`src/csr_mon_pkg.sv`:
```
// ==========================================================================
// memory-monitor CSR shared definitions
// widths, register map, read window constants, FSM enums, bus and
// config structs, plus the byte-enable mask helper
// ==========================================================================
`default_nettype none

package csr_mon_pkg;

    // bus and datapath widths
    localparam int DATA_W = 64;
    localparam int BE_W   = 8;
    localparam int ADDR_W = 32;
    localparam int PFN_W  = 28;
    localparam int CNT_W  = 32;
    // word index is address bits 21:3
    localparam int WIDX_W = 19;

    // ======================================================================
    // register map, word addresses
    // ======================================================================
    localparam int REG_ID          = 0;
    localparam int REG_RD_TOTAL    = 1;
    localparam int REG_WR_TOTAL    = 2;
    localparam int REG_MIG_CNT     = 3;
    localparam int REG_PFN_STATUS  = 4;
    // first read/write word, everything below is status
    localparam int RW_BASE         = 8;
    localparam int REG_QUERY_RATE  = 8;
    localparam int REG_START_PA    = 10;
    localparam int REG_PFN_IDX_RST = 11;
    localparam int REG_AXUSER      = 13;
    localparam int REG_ADDR_OFFSET = 14;
    localparam int REG_ADDR_LB     = 15;
    localparam int REG_ADDR_UB     = 16;

    // hot-PFN read window, in words
    localparam int PFN_WIN_BASE = 4096;
    localparam int PFN_WIN_END  = 8192;

    localparam logic [DATA_W-1:0] ID_VALUE    = 64'hABCD_ABCD_ABCD_ABCD;
    localparam logic [15:0]       PFN_TAG     = 16'h7469;
    localparam logic [31:0]       UNMAPPED_HI = 32'hFEDC_BA00;
    localparam logic [15:0]       UNMAPPED_LO = 16'hABCD;

    typedef enum logic [2:0] {IDLE, WRITE, READ_WAIT, READ_WAIT2, READ} csr_state_e;
    typedef enum logic [1:0] {SRC_REG, SRC_PFN, SRC_UNMAPPED} rd_src_e;

    // slave-port request as seen at the top
    typedef struct packed {
        logic              read;
        logic              write;
        logic [ADDR_W-1:0] address;
        logic [DATA_W-1:0] writedata;
        logic [BE_W-1:0]   byteenable;
    } csr_req_t;

    // decoded configuration words
    typedef struct packed {
        logic [31:0]       query_rate;
        logic [DATA_W-1:0] start_pa;
        logic [5:0]        aruser;
        logic [5:0]        awuser;
        logic [DATA_W-1:0] addr_offset;
        logic [32:0]       addr_lb;
        logic [32:0]       addr_ub;
    } csr_cfg_t;

    typedef struct packed {
        logic [CNT_W-1:0] rd_cnt;
        logic [CNT_W-1:0] wr_cnt;
    } chan_count_t;

    typedef struct packed {
        logic [9:0]  wr_idx;
        logic [15:0] overflow_cnt;
    } pfn_status_t;

    // one byte lane of ones per set enable bit
    function automatic logic [DATA_W-1:0] byte_mask(input logic [BE_W-1:0] be);
        logic [DATA_W-1:0] m;
        for (int i = 0; i < BE_W; i++) begin
            m[i*8 +: 8] = {8{be[i]}};
        end
        return m;
    endfunction

endpackage

`default_nettype wire
```
`src/chan_traffic_counter.sv`:
```
// ==========================================================================
// channel traffic counter
// counts read and write pulses of one memory channel, wrapping at 2^32
// ==========================================================================
`timescale 1ns/100ps
`default_nettype none

module chan_traffic_counter
    import csr_mon_pkg::*;
(
    input  wire         clk,
    input  wire         reset_n,
    input  wire         rd_pulse_i,
    input  wire         wr_pulse_i,
    output chan_count_t count_o
);

    chan_count_t count_q;

    // a pulse sampled at an edge is counted at that same edge
    always_ff @(posedge clk) begin
        if (!reset_n) begin
            count_q <= '0;
        end else begin
            if (rd_pulse_i) begin
                count_q.rd_cnt <= count_q.rd_cnt + 1'b1;
            end
            if (wr_pulse_i) begin
                count_q.wr_cnt <= count_q.wr_cnt + 1'b1;
            end
        end
    end

    assign count_o = count_q;

endmodule

`default_nettype wire

```
`config.mk`:
```
export PLATFORM = sky130hd
export DESIGN_NAME = chan_traffic_counter
export DESIGN_NICKNAME = d
export VERILOG_FILES = /design/src/csr_mon_pkg.sv /design/src/chan_traffic_counter.sv
export SDC_FILE = /design/constraint.sdc
export NUM_CORES = 1
export LEC_CHECK = 0
export BUFFER_PORTS_ARGS = -buffer_cell sky130_fd_sc_hd__buf_4
export CAP_MARGIN = 25
export CORE_MARGIN = 2
export CORE_UTILIZATION = 50
export DETAILED_ROUTE_END_ITERATION = 7
export GPL_ROUTABILITY_DRIVEN = 0
export PLACE_DENSITY = 0.75
export REMOVE_ABC_BUFFERS = 1
export SETUP_SLACK_MARGIN = 0.05
export SLEW_MARGIN = 5
export SYNTH_ARGS = -nofsm -noshare
export SYNTH_HDL_FRONTEND = slang
export SYNTH_SLANG_ARGS = --single-unit
```
`constraint.sdc`:
```
create_clock -name clk -period 4.9 [get_ports clk]
set_input_delay 0.98 -clock clk [delete_from_list [all_inputs] [get_ports clk]]
set_output_delay 0.98 -clock clk [all_outputs]
set_load 0.005 [all_outputs]
```
---- Yosys cells after proc, flatten, opt, wreduce, memory -nomap -nowiden ----
Index checks and enable logic that the tools add are counted.
word-level totals
  bits in registers ....................... 64
  logic and storage cells ................. 4
  output and inout port bits .............. 64
  bits of input ports ..................... 4
cells by class
  $add $sub $neg .......................... 2
operator list
  kind                                           count
  adder 32 x 1 -> 32 bit, second input constant  2

---- Longest topological paths before layout ----
  depth in word-level cells ............... 1
  depth in mapped cells ................... 7
  gate-level depth less buffers ........... 5

---- Worst setup path after synthesis ----
No wires, ideal clock.
  kind .................................... input port to flip-flop
  from .................................... input port rd_pulse_i
  to ...................................... register count_q (netlist bit count_o[62])
  arrival time ............................ 2.576 ns
  cell stages on the path ................. 7
  path slack .............................. 2.252 ns
  path buffers ............................ 3
  required time ........................... 4.828 ns
  cell sequence ........................... buf_2 -> nand3_1 -> or4_1 -> clkbuf_1 -> buf_6 -> nor4_1 -> mux2i_1
RTL lines
  what                RTL line                    source
  start: declaration  chan_traffic_counter.sv:13  input wire rd_pulse_i,
  end: declaration    chan_traffic_counter.sv:18  chan_count_t count_q;

==> summary.txt <==
====================================================================================
CTS resizes                                                                        0
Fraction of layout cells with a size suffix above 1                            0.213
Number of flip-flops in the largest register                                      64
Standard cell with the maximum stage delay on the critical path         sky130_fd_sc_hd__or4_1
Worst setup timing slack at the placement stage                              2020 ps
Placed insts                                                                     477
Cell area power density                                                  316 nW/um^2
Post-CTS repair timing setup buffer count                                          0
Result of the run                                                          completed
Initial standard-cell utilization of the core                                  0.517
Count of synthesis-stage warnings from yosys                                       0
Number of buffers created by CTS                                                   9
Number of design rule violations left after detail routing                         0
Type of element capturing the critical path                                 register
Cell chosen for the clock root                                          sky130_fd_sc_hd__clkbuf_8
Worst hold path type                                                    register to register
Final Worst Setup Slack                                                      2340 ps
Part of the cycle the worst path needs                                         0.523
Skew-Pair Late Insertion Delay                                                340 ps
Number of buffers inserted for hold repair after clock tree synthesis              0
Max-cap viol count                                                                 0
Die Outline Area                                                           6770 um^2
CTS tree                                                                        done
Post-route cell area                                                       3840 um^2
Non-filler cells, final                                                          493
Post-detailed-route via-to-cell ratio                                           5.82
Total Nets Final                                                                 419
Post-Place Cell Area                                                       3550 um^2
CP dominant cell by count                                               sky130_fd_sc_hd__or4_1
Tightest Pin Transition                                                       918 ps
Clock buffer depth                                                                 2
Critical path startpoint category                                       primary input
Die span in y                                                                82.3 um
Count of port buffers added during placement                                      67
Worst IR Drop VDD                                                           0.205 mV
Die Wd                                                                       82.3 um
Post-synthesis cell type count                                                    34
Top area cells in the synthesized netlist                               sky130_fd_sc_hd__dfxtp_1 42%, sky130_fd_sc_hd__or4_1 5.1%, sky130_fd_sc_hd__a21oi_1 4.4%
Core ar.                                                                   5920 um^2
Synthesized netlist cell count                                                   351
Cells traversed along the worst timing path                             buf_4 -> nand3_1 -> or4_1 -> or4_1 -> a21oi_1
Worst reg-to-reg setup slack                                                 2450 ps
Flip-flop and latch count after synthesis                                         64
Total of endpoints with negative setup slack in the final report                   0
Endpoint arrival time on the critical path                                   2830 ps
Mean routed wirelength per cell                                              14.2 um
Top post-synthesis cells by count                                       64 x sky130_fd_sc_hd__dfxtp_1, 31 x sky130_fd_sc_hd__nand2_1, 30 x sky130_fd_sc_hd__nor2_1
Detailed placer's ending HPWL                                                4.71 mm
Peak clock frequency supported by timing                                     390 MHz
Leading register cell type out of synthesis                             sky130_fd_sc_hd__dfxtp_1
Dominant cell by count in the synthesized netlist                       sky130_fd_sc_hd__dfxtp_1
Initial antenna violation count                                                    0
Area leader, netlist                                                    sky130_fd_sc_hd__dfxtp_1
Relative area change from synthesis to final layout                            25.6%
Lkg Pwr                                                                      1.43 nW
Max FO, Critical Path                                                             18
Worst-case hold slack                                                         477 ps
Residual overflow from global routing                                              0
Antenna-violating nets left                                                        0
Clock Sinks                                                                       64
Number of enable-type register cells in the synthesized netlist                    0
Worst-path clk slew                                                            70 ps
Final TNS setup                                                                 0 ps
Delay contributed by the slowest stage of the critical path                   830 ps
Worst relative slew slack                                                      0.387
Req. time, crit path                                                         5160 ps
Final Skew                                                                   9.68 ps
Total power after layout                                                     1.21 mW
Vias                                                                           2,871
Summed instance area of the synthesized netlist                            3060 um^2
Total count of hold-check failures in the final report                             0
Fraction of the yosys area taken by sequential cells                           0.418
Critical Setup Path Class                                               primary input to register
Site row count                                                                    28
Maximum level of the CTS H-tree                                                    3
Wire length of the first global-routing pass                                 11.3 mm
Maximum number of pins on one net before global-route repair                      55
Mean instance size in the synthesized netlist                              8.72 um^2
Area share of the largest cell type after synthesis                            0.418
Total routing usage reported by global routing                                 0.215
Final critical path time including I/O delays and setup                      2560 ps
Ys async rst share                                                                 0
# diodes                                                                           0
Number of DRC violations after detailed-routing iteration 0                      142
Number of detailed-routing iterations run before antenna repair                    4
Max-slew violation count                                                           0
Routed WL                                                                    6.99 mm
Top-level port count                                                              68
RSZ-0062 raised after global routing                                           false
Final core occ                                                                 0.649
Number of global-route vias before repair                                      2,477
====================================================================================
report_power, final:
part	leakage, nW	total, mW	switching, mW	internal, mW
Clock	0.144	0.659	0.216	0.443
Combinational	0.766	0.0282	0.0166	0.0116
Sequential	0.516	0.528	0.00462	0.523
layout by cell type, fill, tap and decap left out:
cell / n
sky130_fd_sc_hd__clkbuf_8: 9
sky130_fd_sc_hd__o41ai_1: 1
sky130_fd_sc_hd__inv_1: 4
sky130_fd_sc_hd__dfxtp_1: 64
sky130_fd_sc_hd__and3_2: 1
sky130_fd_sc_hd__nor4_1: 5
sky130_fd_sc_hd__or4b_1: 1
sky130_fd_sc_hd__nand4_1: 16
sky130_fd_sc_hd__xor2_1: 12
sky130_fd_sc_hd__and4_1: 9
sky130_fd_sc_hd__nand4_4: 1
sky130_fd_sc_hd__o21a_1: 2
sky130_fd_sc_hd__nor3_1: 8
sky130_fd_sc_hd__or3_1: 10
sky130_fd_sc_hd__nor2_1: 30
sky130_fd_sc_hd__nand2b_1: 9
sky130_fd_sc_hd__xnor2_1: 13
sky130_fd_sc_hd__clkinv_4: 2
sky130_fd_sc_hd__or4_1: 21
sky130_fd_sc_hd__and4_2: 1
sky130_fd_sc_hd__nand2_1: 31
sky130_fd_sc_hd__or4_4: 1
sky130_fd_sc_hd__nand3_2: 1
sky130_fd_sc_hd__and2_1: 1
sky130_fd_sc_hd__mux2i_1: 11
sky130_fd_sc_hd__bufinv_16: 5
sky130_fd_sc_hd__inv_2: 1
sky130_fd_sc_hd__buf_4: 67
sky130_fd_sc_hd__nand3_1: 21
sky130_fd_sc_hd__a21oi_1: 27
sky130_fd_sc_hd__o21ai_0: 8
sky130_fd_sc_hd__ha_1: 2
sky130_fd_sc_hd__and3_1: 5
sky130_fd_sc_hd__o31ai_1: 18
area by class of cell:
type,count,area (um^2)
clock inverters,7,168
multi-input cells,266,1660
clock buffers,9,124
inverters,5,18.8
well taps,75,93.8
fillers,528,2080
repair buffers,67,503
flip-flops and latches,64,1280
critical path, delay by kind of cell:
kind,cells,cell delay [ps]
compound gates,1,150
buf+inv,1,120
simple gates,3,1570
logic make-up (layout without fill, tap and decap cells):
| family | Yosys count | count (layout) | synth area share |
|---|---|---|---|
| simple gates | 172 | 172 | 0.316 |
| flops | 64 | 64 | 0.418 |
| mux | 11 | 11 | 0.0360 |
| compound gates | 56 | 56 | 0.109 |
| buf+inv | 21 | 88 | 0.0405 |
| fa+ha+maj | 2 | 2 | 0.00817 |
| xor+xnor | 25 | 25 | 0.0715 |
per-layer routing:
layer / track usage / routed length [um] / vias up
met5: 0 / 0 / -
met4: 0.0817 / 79 / 0
met3: 0.0543 / 469 / 8
met2: 0.359 / 3340 / 99
met1: 0.267 / 3100 / 1340
li1: - / - / 1424
path summary, 6_finish.rpt:
kind	start	end	depth (start not counted)
worst min-delay path	count_o[63]	count_o[63]	2
worst min register to register	count_o[63]	count_o[63]	2
worst max register to register	count_o[32]	count_o[60]	5
worst max-delay path	rd_pulse_i	count_o[60]	5
No activity file was read; power rests on OpenSTA's default activity.
