==> src/csr_mon_pkg.sv <==
// ==========================================================================
// memory-monitor CSR shared definitions
// widths, register map, read window constants, FSM enums, bus and
// config structs, plus the byte-enable mask helper
// ==========================================================================
`default_nettype none

package csr_mon_pkg;

    // bus and datapath widths
    localparam int DATA_W = 64;
    localparam int BE_W   = 8;
    localparam int ADDR_W = 32;
    localparam int PFN_W  = 28;
    localparam int CNT_W  = 32;
    // word index is address bits 21:3
    localparam int WIDX_W = 19;

    // ======================================================================
    // register map, word addresses
    // ======================================================================
    localparam int REG_ID          = 0;
    localparam int REG_RD_TOTAL    = 1;
    localparam int REG_WR_TOTAL    = 2;
    localparam int REG_MIG_CNT     = 3;
    localparam int REG_PFN_STATUS  = 4;
    // first read/write word, everything below is status
    localparam int RW_BASE         = 8;
    localparam int REG_QUERY_RATE  = 8;
    localparam int REG_START_PA    = 10;
    localparam int REG_PFN_IDX_RST = 11;
    localparam int REG_AXUSER      = 13;
    localparam int REG_ADDR_OFFSET = 14;
    localparam int REG_ADDR_LB     = 15;
    localparam int REG_ADDR_UB     = 16;

    // hot-PFN read window, in words
    localparam int PFN_WIN_BASE = 4096;
    localparam int PFN_WIN_END  = 8192;

    localparam logic [DATA_W-1:0] ID_VALUE    = 64'hABCD_ABCD_ABCD_ABCD;
    localparam logic [15:0]       PFN_TAG     = 16'h7469;
    localparam logic [31:0]       UNMAPPED_HI = 32'hFEDC_BA00;
    localparam logic [15:0]       UNMAPPED_LO = 16'hABCD;

    typedef enum logic [2:0] {IDLE, WRITE, READ_WAIT, READ_WAIT2, READ} csr_state_e;
    typedef enum logic [1:0] {SRC_REG, SRC_PFN, SRC_UNMAPPED} rd_src_e;

    // slave-port request as seen at the top
    typedef struct packed {
        logic              read;
        logic              write;
        logic [ADDR_W-1:0] address;
        logic [DATA_W-1:0] writedata;
        logic [BE_W-1:0]   byteenable;
    } csr_req_t;

    // decoded configuration words
    typedef struct packed {
        logic [31:0]       query_rate;
        logic [DATA_W-1:0] start_pa;
        logic [5:0]        aruser;
        logic [5:0]        awuser;
        logic [DATA_W-1:0] addr_offset;
        logic [32:0]       addr_lb;
        logic [32:0]       addr_ub;
    } csr_cfg_t;

    typedef struct packed {
        logic [CNT_W-1:0] rd_cnt;
        logic [CNT_W-1:0] wr_cnt;
    } chan_count_t;

    typedef struct packed {
        logic [9:0]  wr_idx;
        logic [15:0] overflow_cnt;
    } pfn_status_t;

    // one byte lane of ones per set enable bit
    function automatic logic [DATA_W-1:0] byte_mask(input logic [BE_W-1:0] be);
        logic [DATA_W-1:0] m;
        for (int i = 0; i < BE_W; i++) begin
            m[i*8 +: 8] = {8{be[i]}};
        end
        return m;
    endfunction

endpackage

`default_nettype wire
==> src/csr_access_fsm.sv <==
// ==========================================================================
// CSR slave-port access FSM
// classifies each request as register, PFN window or unmapped, drives
// waitrequest and readdatavalid, and registers the read data
// ==========================================================================
`timescale 1ns/100ps
`default_nettype none

module csr_access_fsm
    import csr_mon_pkg::*;
#(
    parameter int REGFILE_SIZE = 64
)(
    input  wire               clk,
    input  wire               reset_n,
    input  csr_req_t          req_i,
    input  wire [DATA_W-1:0]  reg_rdata_i,
    input  wire [31:0]        pfn_rdata_i,
    output logic              reg_wr_en_o,
    output logic [WIDX_W-1:0] word_idx_o,
    output logic              pfn_rd_en_o,
    output logic [WIDX_W-1:0] pfn_idx_o,
    output logic [DATA_W-1:0] readdata_o,
    output logic              readdatavalid_o,
    output logic              waitrequest_o
);

    csr_state_e        state_q;
    csr_state_e        state_d;
    rd_src_e           src_cls;
    rd_src_e           src_q;
    logic              hold_q;
    logic [DATA_W-1:0] rd_mask;

    assign word_idx_o = req_i.address[21:3];
    assign pfn_idx_o  = word_idx_o - WIDX_W'(PFN_WIN_BASE);
    assign rd_mask    = byte_mask(req_i.byteenable);

    // address class
    always_comb begin
        if (word_idx_o < REGFILE_SIZE) begin
            src_cls = SRC_REG;
        end else if (word_idx_o >= PFN_WIN_BASE && word_idx_o < PFN_WIN_END) begin
            src_cls = SRC_PFN;
        end else begin
            src_cls = SRC_UNMAPPED;
        end
    end

    // strobes only in IDLE, the request stays up until waitrequest drops
    assign reg_wr_en_o = (state_q == IDLE) && req_i.write && (src_cls == SRC_REG);
    assign pfn_rd_en_o = (state_q == IDLE) && req_i.read && (src_cls == SRC_PFN);

    always_comb begin
        state_d = state_q;
        case (state_q)
            IDLE: begin
                if (req_i.write) begin
                    state_d = WRITE;
                end else if (req_i.read) begin
                    state_d = READ_WAIT;
                end
            end
            WRITE:      state_d = IDLE;
            // window reads spend one extra cycle here for the ring read
            READ_WAIT:  state_d = hold_q ? READ_WAIT : READ_WAIT2;
            READ_WAIT2: state_d = READ;
            READ:       state_d = IDLE;
            default:    state_d = IDLE;
        endcase
    end

    always_ff @(posedge clk) begin
        if (!reset_n) begin
            state_q    <= IDLE;
            src_q      <= SRC_REG;
            hold_q     <= 1'b0;
            readdata_o <= '0;
        end else begin
            state_q <= state_d;
            if (state_q == IDLE && req_i.read) begin
                src_q  <= src_cls;
                hold_q <= (src_cls == SRC_PFN);
            end else if (state_q == READ_WAIT) begin
                hold_q <= 1'b0;
            end
            // load read data on the way into READ
            if (state_q == READ_WAIT2) begin
                case (src_q)
                    SRC_REG: readdata_o <= reg_rdata_i & rd_mask;
                    SRC_PFN: readdata_o <= {PFN_TAG, req_i.address[15:0], pfn_rdata_i};
                    default: readdata_o <= {UNMAPPED_HI, req_i.address[15:0], UNMAPPED_LO};
                endcase
            end
        end
    end

    assign waitrequest_o   = !(state_q == WRITE || state_q == READ);
    assign readdatavalid_o = (state_q == READ);

    // read data is built from the live request so the master holds it while waiting
    a_rd_req_held: assert property (@(posedge clk) disable iff (!reset_n)
        (state_q == READ_WAIT || state_q == READ_WAIT2) |->
            req_i.read && $stable(req_i.address) && $stable(req_i.byteenable));

endmodule

`default_nettype wire

==> config.mk <==
export PLATFORM = sky130hd
export DESIGN_NAME = csr_access_fsm
export DESIGN_NICKNAME = d
export VERILOG_FILES = /design/src/csr_mon_pkg.sv /design/src/csr_access_fsm.sv
export SDC_FILE = /design/constraint.sdc
export NUM_CORES = 1
export LEC_CHECK = 0
export BUFFER_PORTS_ARGS = -buffer_cell sky130_fd_sc_hd__buf_2
export CORE_AREA = 2 2 122 124
export DETAILED_ROUTE_END_ITERATION = 8
export DIE_AREA = 0 0 124 126
export GPL_ROUTABILITY_DRIVEN = 0
export RECOVER_POWER = 100
export SLEW_MARGIN = 20
export SYNTH_ARGS = -nofsm -noshare
export SYNTH_HDL_FRONTEND = slang
export SYNTH_SLANG_ARGS = --single-unit
==> constraint.sdc <==
create_clock -name clk -period 1.2 [get_ports clk]
set_input_delay 0 -clock clk [delete_from_list [all_inputs] [get_ports clk]]
set_output_delay 0 -clock clk [all_outputs]
set_load 0.01 [all_outputs]
### Yosys cells after proc, flatten, opt, wreduce, memory -nomap -nowiden

Index checks and enable logic that the tools add are counted.

| word-level totals | value |
|---|---|
| word-level logic and storage cells | 36 |
| output and inout port bits | 106 |
| bits in registers | 70 |
| input bits | 204 |

| cells by class | value |
|---|---|
| reductions and logical operators | 11 |
| $lt $le $gt $ge | 3 |
| equality and inequality tests | 7 |
| muxes and demuxes | 9 |
| add/sub/neg operators | 1 |
| bitwise logic cells | 1 |

Operators with widths:

| operator | count |
|---|---|
| 64-bit case mux with 2 select lines | 1 |
| 64-bit bitwise AND | 1 |
| 19-bit by 13-bit >= comparator with 1-bit output (second input constant) | 1 |
| 19-bit by 14-bit < comparator with 1-bit output (second input constant) | 1 |
| 19-bit by 7-bit < comparator with 1-bit output (second input constant) | 1 |
| 19-bit by 13-bit subtractor with 19-bit output (second input constant) | 1 |
| 3-bit case mux with 3 select lines | 1 |
| 3-bit by 2-bit == test with 1-bit output (second input constant) | 2 |
| 3-bit two-way mux | 2 |
| 1-bit logical AND | 5 |
| 2-bit by 1-bit == test with 1-bit output (second input constant) | 2 |
| 2-bit zero test | 2 |
| 2-bit two-way mux | 2 |
| 3-bit by 1-bit == test with 1-bit output (second input constant) | 1 |
| 3-bit == test (second input constant) | 1 |
| 3-bit zero test | 1 |
| 1-bit two-way mux | 3 |
| 3-bit != test (second input constant) | 1 |
| 2-bit nonzero test | 1 |
| 1-bit zero test | 1 |
| 1-bit logical OR | 1 |

### Logic depth before layout (Yosys ltp)

Gate-level depths: netlist of the first run.

| logic depth | value |
|---|---|
| word-level depth | 6 |
| gate-level depth with buffers | 6 |
| gate-level depth less buffers | 4 |

### Least setup slack after synthesis of the first run

No wires, ideal clock.

| timing path | value |
|---|---|
| kind | reg2reg |
| start | register src_q[1] |
| end | register readdata_o[0] |
| path buffers | 3 |
| stages on the path, launching flop included | 7 |
| setup slack | -61 ps |
| period minus slack after synthesis | 1261 ps |
| data required time | 1077 ps |
| arrival | 1138 ps |
| cells stage by stage | dfxtp_1 > buf_2 > nand4bb_1 > buf_2 > buf_2 > a221oi_1 > nor2_1 |

| between the ends | value |
|---|---|
| word-level cells in the longest chain between the ends | 2 |

RTL lines:

| what | line | RTL |
|---|---|---|
| start, declared | csr_access_fsm.sv:31 | `rd_src_e src_q;` |
| start signal, assigned | csr_access_fsm.sv:82 | `src_q <= src_cls;` |
| 2-bit by 1-bit == test with 1-bit output / 2-bit zero test (equally long branches) | csr_access_fsm.sv:89 | `case (src_q)` |
| 64-bit case mux with 2 select lines (*) | csr_access_fsm.sv:89 |  |
| end signal, assigned | csr_access_fsm.sv:90 | `SRC_REG: readdata_o <= reg_rdata_i & rd_mask;` |
| end signal, assigned | csr_access_fsm.sv:91 | `SRC_PFN: readdata_o <= {PFN_TAG, req_i.address[15:0], pfn_rdata_i};` |
| end signal, assigned | csr_access_fsm.sv:92 | `default: readdata_o <= {UNMAPPED_HI, req_i.address[15:0], UNMAPPED_LO};` |
| end, declared | csr_access_fsm.sv:23 | `output logic [DATA_W-1:0] readdata_o,` |

Every way passes the cells marked *; elsewhere a longest branch is shown, timed or not.
A chain may end at the register's enable or synchronous reset.

### Worst setup path after layout of the first run

| timing path | value |
|---|---|
| start | register state_q[2] |
| end | register readdata_o[18] |

| between the ends | value |
|---|---|
| word-level cells in the longest chain between the ends | 1 |

RTL lines:

| what | line | RTL |
|---|---|---|
| start, declared | csr_access_fsm.sv:28 | `csr_state_e state_q;` |
| start signal, assigned | csr_access_fsm.sv:80 | `state_q <= state_d;` |
| 3-bit by 2-bit == test with 1-bit output | csr_access_fsm.sv:88 | `if (state_q == READ_WAIT2) begin` |

Every way passes these cells.

==> results of run 1 <==
==> synthesized netlist by cell type, types with 2 or more instances <==
master,n
a211o_1,16
a21o_1,9
a21oi_1,63
a221oi_1,23
a311oi_1,6
buf_1,4
buf_2,12
buf_4,37
buf_6,4
clkbuf_1,14
dfxtp_1,70
inv_1,6
nand2_1,47
nand2b_1,2
nand3b_1,25
nand4_1,4
nor2_1,37
nor2b_1,22
nor4_1,2
o21ai_0,29
o31ai_1,2
or3_1,4
xnor2_1,2
xor2_1,3
==> routing by layer <==
metal	part of all wire, %	global-route usage [%]
met5	0	0
met4	4.0	10.1
met3	6.6	5.03
met2	47	32.5
met1	42	23.8
==> cell families after synthesis <==
logic type	Yosys count	synth area share [%]
DFF	70	37.7
and+or+nand+nor	153	22.1
buffers and inverters	77	12.7
xor gates and xnor gates	5	1.18
adders and majority gates	1	0.337
AOI/OAI and AO/OA	149	25.5
muxes	1	0.303
==> worst paths after layout <==
path / from / endpoint / cells past startpoint
min: pfn_rdata_i[5] / readdata_o[5] / 4
max reg2reg: state_q[2] / readdata_o[18] / 5
min reg2reg: readdata_o[16] / readdata_o[16] / 2
max: state_q[2] / readdata_o[18] / 5
==> power by group through the flow <==
stage	logic, mW	registers (mW)	clock network (mW)
finish	1.25	2.43	2.86
global placement	0.951	2.47	0
CTS	1.24	2.42	2.92
global route	1.36	2.44	3.05
detailed placement	0.954	2.47	0
floorplan	0.470	2.47	0
==> worst register-to-register path, cell delays in order (launching register included) <==
cell,delay [ns]
dfxtp_4,0.36
buf_6,0.12
nand3b_4,0.23
bufbuf_16,0.31
a211o_1,0.22
a21oi_1,0.11
==> state kept, by name, summed over array words and instances, names as in the netlist <==
signal and cells:
readdata_o 64, state_q 3, src_q 2, hold_q 1
==> cell type report <==
type | instances | area [µm²] | share of cell area [%]
clock buffer | 9 | 225 | 3.39
clock inverter | 6 | 87.6 | 1.32
inverter | 6 | 22.5 | 0.339
multi-input combinational | 309 | 2230 | 33.6
sequential | 70 | 1410 | 21.3
tap | 184 | 230 | 3.46
timing repair buffer | 357 | 2440 | 36.7
==> repair_timing <==
| item | 4_1_cts | 5_1_grt |
|---|---|---|
| setup buffers | 12 | 4 |
| hold buffers | 63 | 0 |
| cloned | 7 | 2 |
| resized for setup | 95 | 36 |
| hold endpoints to repair | 40 | 0 |
| setup endpoints to repair | 71 | 70 |
| pin swaps | 30 | 21 |
==> per-stage QoR <==
| step | cell area, µm² | worst slack, ns | hold slack [ns] |
|---|---|---|---|
| finish | 6650 | -0.216 | 0.0149 |
| CTS | 6590 | -0.258 | 0.00199 |
| global placement | 5110 | -0.146 | 0.238 |
| floorplan | 3790 | -0.0425 | 0.0533 |
| detailed placement | 5110 | -0.195 | 0.237 |
| global route | 6650 | -0.278 | 0.00812 |
==> impl_metrics.toml, run 1 <==
[yosys]
ys.flop_type = "dfxtp_1"
syn_nets = 661
syn_area_um2 = 3710
synthCells = 456
avgSynthCellArea_um2 = 8.14
synth_top_area_share_pct = 37.7
synth_seq_area_share_pct = 37.7
ys_async_sr_fraction_pct = 0
synth.distinct_cells = 37
synth_top_area_cell = "dfxtp_1"
synth_seq_cells = 70
synth_warnings = 0
synth-edff-count = 0
synthTopCellsByArea = "dfxtp_1, a21oi_1, buf_4"

[sta]
maxSlewViolCount = 0
relSlewSlack_pct = 64.9
layout_setup_ws_ns = -0.216
worstMarginPinSlew_ns = 0.524
setup_violations = 69
rsz0062_at_grt = "true"
finalCritPeriodShare_pct = 118
period_needed_ns = 1.42
clock_skew_ns = 0.0101
fin_tns_setup_ns = -8.54
clock.fmax_mhz = 706
hold_viol = 0

[layout]
fillers = 1414
antenna_cells = 0
final_common_cell = "buf_2"
syn_to_final_growth_pct = 79.0
instances_no_fill = 941
utilization_pct = 46.4
final_cell_mix = "buf_2, clkbuf_1, dfxtp_1"
drive_gt1_share_pct = 39.2
nets = 958

[detailed_routing]
drt_iter0_drc = 181
routed-via-count = 4561
wire_per_inst_um = 17.0
routed_wirelength_um = 16000
dr.pass1.iters = 4
drc = 0
viasPerCell = 4.85
antenna_left = 0

[worst_setup_path]
required_ns = 1.47
cp_cell_sequence = "buf_6, nand3b_4, bufbuf_16, a211o_1, a21oi_1"
cp-start-kind = "register"
crit_family = "buffers and inverters"
cp_num_buf_inv = 2
cp_slowest_cell = "dfxtp_4"
crit_fanout = 6
arrival_ns = 1.69
cpPeakStageDelay_ns = 0.36
rrSetupSlack_ns = -0.22
endpoint_kind = "register"
critical_path_class = "reg2reg"

[floorplan]
die_w_um = 124
start_util_pct = 25.9
std_cell_rows = 44
die-area_um2 = 15600
die_h_um = 126
core_um2 = 14300
ioPinCount = 310

[cts]
clk_pin_slew_ns = 0.06
cts_tree = "built"
ctsLongestPathBuffers = 2
cts_buffers = 9
clock_latency_ns = 0.34
clock-sinks = 70
root_buffer = "clkbuf_16"
cts_max_level = 3

[run]
drv_cap = 0

[power]
p_seq_share_pct = 37.2
switchingPower_mw = 1.73
p_per_area_nw_per_um2 = 984
cellInternalPower_mw = 4.81
p_leak_nw = 2.73
clkPwrFrac_pct = 43.7
p_comb_share_pct = 19.1
vdd_drop_max_uv = 566
finalPower_mw = 6.54
swShare_pct = 26.5

[global_route]
grt_max_degree = 42
grt_pass1_vias = 4569
grt_first_pass_wirelength_um = 23700
grt.total_usage_pct = 19.9
antenna_found_initial = 0
grt-ovfl-total = 0

[status]
status = "complete, but fails checks"
failed_checks = "negative setup slack"

[place]
dp_cells = 842
dp_hpwl_um = 10000
io_buffers = 235

[min_path]
hold_path_class = "in2reg"
(Power assumes the default switching activity.)
==> run 2, diff against run 1 <==
--- a/config.mk
+++ b/config.mk
@@ -7,4 +7,5 @@
 export LEC_CHECK = 0
 export BUFFER_PORTS_ARGS = -buffer_cell sky130_fd_sc_hd__buf_2
+export CAP_MARGIN = 40
 export CORE_AREA = 2 2 122 124
 export DETAILED_ROUTE_END_ITERATION = 8
==> constraint.sdc (replaced) <==
create_clock -name clk -period 1.2 [get_ports clk]
set_input_delay 0.12 -clock clk [delete_from_list [all_inputs] [get_ports clk]]
set_output_delay 0.12 -clock clk [all_outputs]
set_load 0.01 [all_outputs]
==> impl_metrics.toml, run 2 (synthesized netlist as in run 1, its figures left out) <==
[layout]
antenna_cells = 0
largestRegisters = "readdata_o: 64 flops, state_q: 3 flops, src_q: 2 flops"
syn_to_final_growth_pct = 67.7
top_register = "readdata_o"
largest_reg_flops = 64
final_common_cell = "buf_2"
instances_no_fill = 889
final_cell_mix = "buf_2, clkbuf_1, dfxtp_1"
nets = 905
drive_gt1_share_pct = 44.0
fillers = 1461

[sta]
clock_skew_ns = 0.00855
period_needed_ns = 1.54
finalCritPeriodShare_pct = 128
relSlewSlack_pct = 58.6
layout_setup_ws_ns = -0.341
clock.fmax_mhz = 649
fin_hold_ws_ns = 0.0136
hold_viol = 0
worstMarginPinSlew_ns = 0.620
setup_violations = 71
maxSlewViolCount = 0
rsz0062_at_grt = "true"

[floorplan]
die_h_um = 126
ioPinCount = 310
die-area_um2 = 15600
start_util_pct = 25.9
core_um2 = 14300
die_w_um = 124
std_cell_rows = 44

[power]
vdd_drop_max_uv = 551
p_per_area_nw_per_um2 = 1040
finalPower_mw = 6.49
p_leak_nw = 2.54

[place]
io_buffers = 235
dp_hpwl_um = 10400
dp_cells = 849

[global_route]
grt_first_pass_wirelength_um = 22600
grt-ovfl-total = 0
grt_max_degree = 42
antenna_found_initial = 1
grt_pass1_vias = 4181
grt.total_usage_pct = 19.0

[worst_setup_path]
endpoint_kind = "output port"
crit_fanout = 3
cp-start-kind = "register"
arrival_ns = 1.42
critical_path_class = "reg2out"
required_ns = 1.08

[cts]
clock_latency_ns = 0.34
cts_buffers = 9
cts_tree = "built"
cts_max_level = 3
clk_pin_slew_ns = 0.06
clock-sinks = 70
root_buffer = "clkbuf_16"
ctsLongestPathBuffers = 2

[detailed_routing]
drt_iter0_drc = 216
routed_wirelength_um = 15200
antenna_left = 0
dr.pass1.iters = 4
routed-via-count = 4306
drc = 0
viasPerCell = 4.84
wire_per_inst_um = 17.0

[min_path]
hold_path_class = "in2reg"

[run]
drv_cap = 0

[status]
failed_checks = "negative setup slack"
status = "complete, but fails checks"
run 2: worst paths after layout:
kind / start / end / slack, ns / depth (start not counted)
setup / recovery: state_q[2] / reg_wr_en_o / -0.34 / 3
hold / removal: reg_rdata_i[2] / readdata_o[2] / 0.01 / 3
setup reg to reg: state_q[0] / readdata_o[0] / -0.31 / 7
hold reg to reg: readdata_o[24] / readdata_o[24] / 0.46 / 2
run 2: cell type report:
| class | count | area [µm²] | area share [%] |
|---|---|---|---|
| Clock buffer | 9 | 225 | 3.62 |
| Inverter | 6 | 22.5 | 0.362 |
| Sequential cell | 70 | 1420 | 22.7 |
| Multi-Input combinational cell | 309 | 2270 | 36.4 |
| Tap cell | 184 | 230 | 3.70 |
| Timing Repair Buffer | 304 | 1970 | 31.6 |
| Clock inverter | 7 | 98.8 | 1.59 |
run 2: routing by layer:
metal	vias to the layer above	part of all wire, %	GRT usage (%)
met2	142	48	30.7
met3	31	6.2	5.30
met5	-	0	0
met1	2035	43	24.2
li1	2098	-	-
met4	0	2.5	6.81
run 2: power by group:
group	switching, mW	internal [mW]	total, mW
clock network	1.11	1.83	2.94
registers	0.0489	2.38	2.43
logic	0.601	0.524	1.12
total	1.76	4.73	6.49
run 2: per-stage QoR:
stage / worst slack, ns / TNS, ns / area [µm²] / util (%)
after CTS: -0.341 / -13.19 / 6060 / 42.4
after global placement: -0.222 / -6.73 / 5180 / 36.2
final: -0.341 / -12.60 / 6220 / 43.5
after floorplan: -0.0425 / -0.515 / 3800 / -
after detailed placement: -0.247 / -8.55 / 5180 / 36.2
after global routing: -0.367 / -16.46 / 6220 / 43.5
run 2: what timing repair did:
action                                  4_1_cts  5_1_grt
hold endpoints to repair                      1        0
gates resized for setup                      54       89
pin swaps                                    19       39
hold buffers                                  1        0
buffers inserted                             14        7
endpoints found under the setup margin       74       74
gates cloned                                  9        2
run 2: worst max-delay path, cell delays in order (launching register included):
cell,delay (ns)
dfxtp_4,0.36
or3_1,0.38
nor4_2,0.17
buf_2,0.18
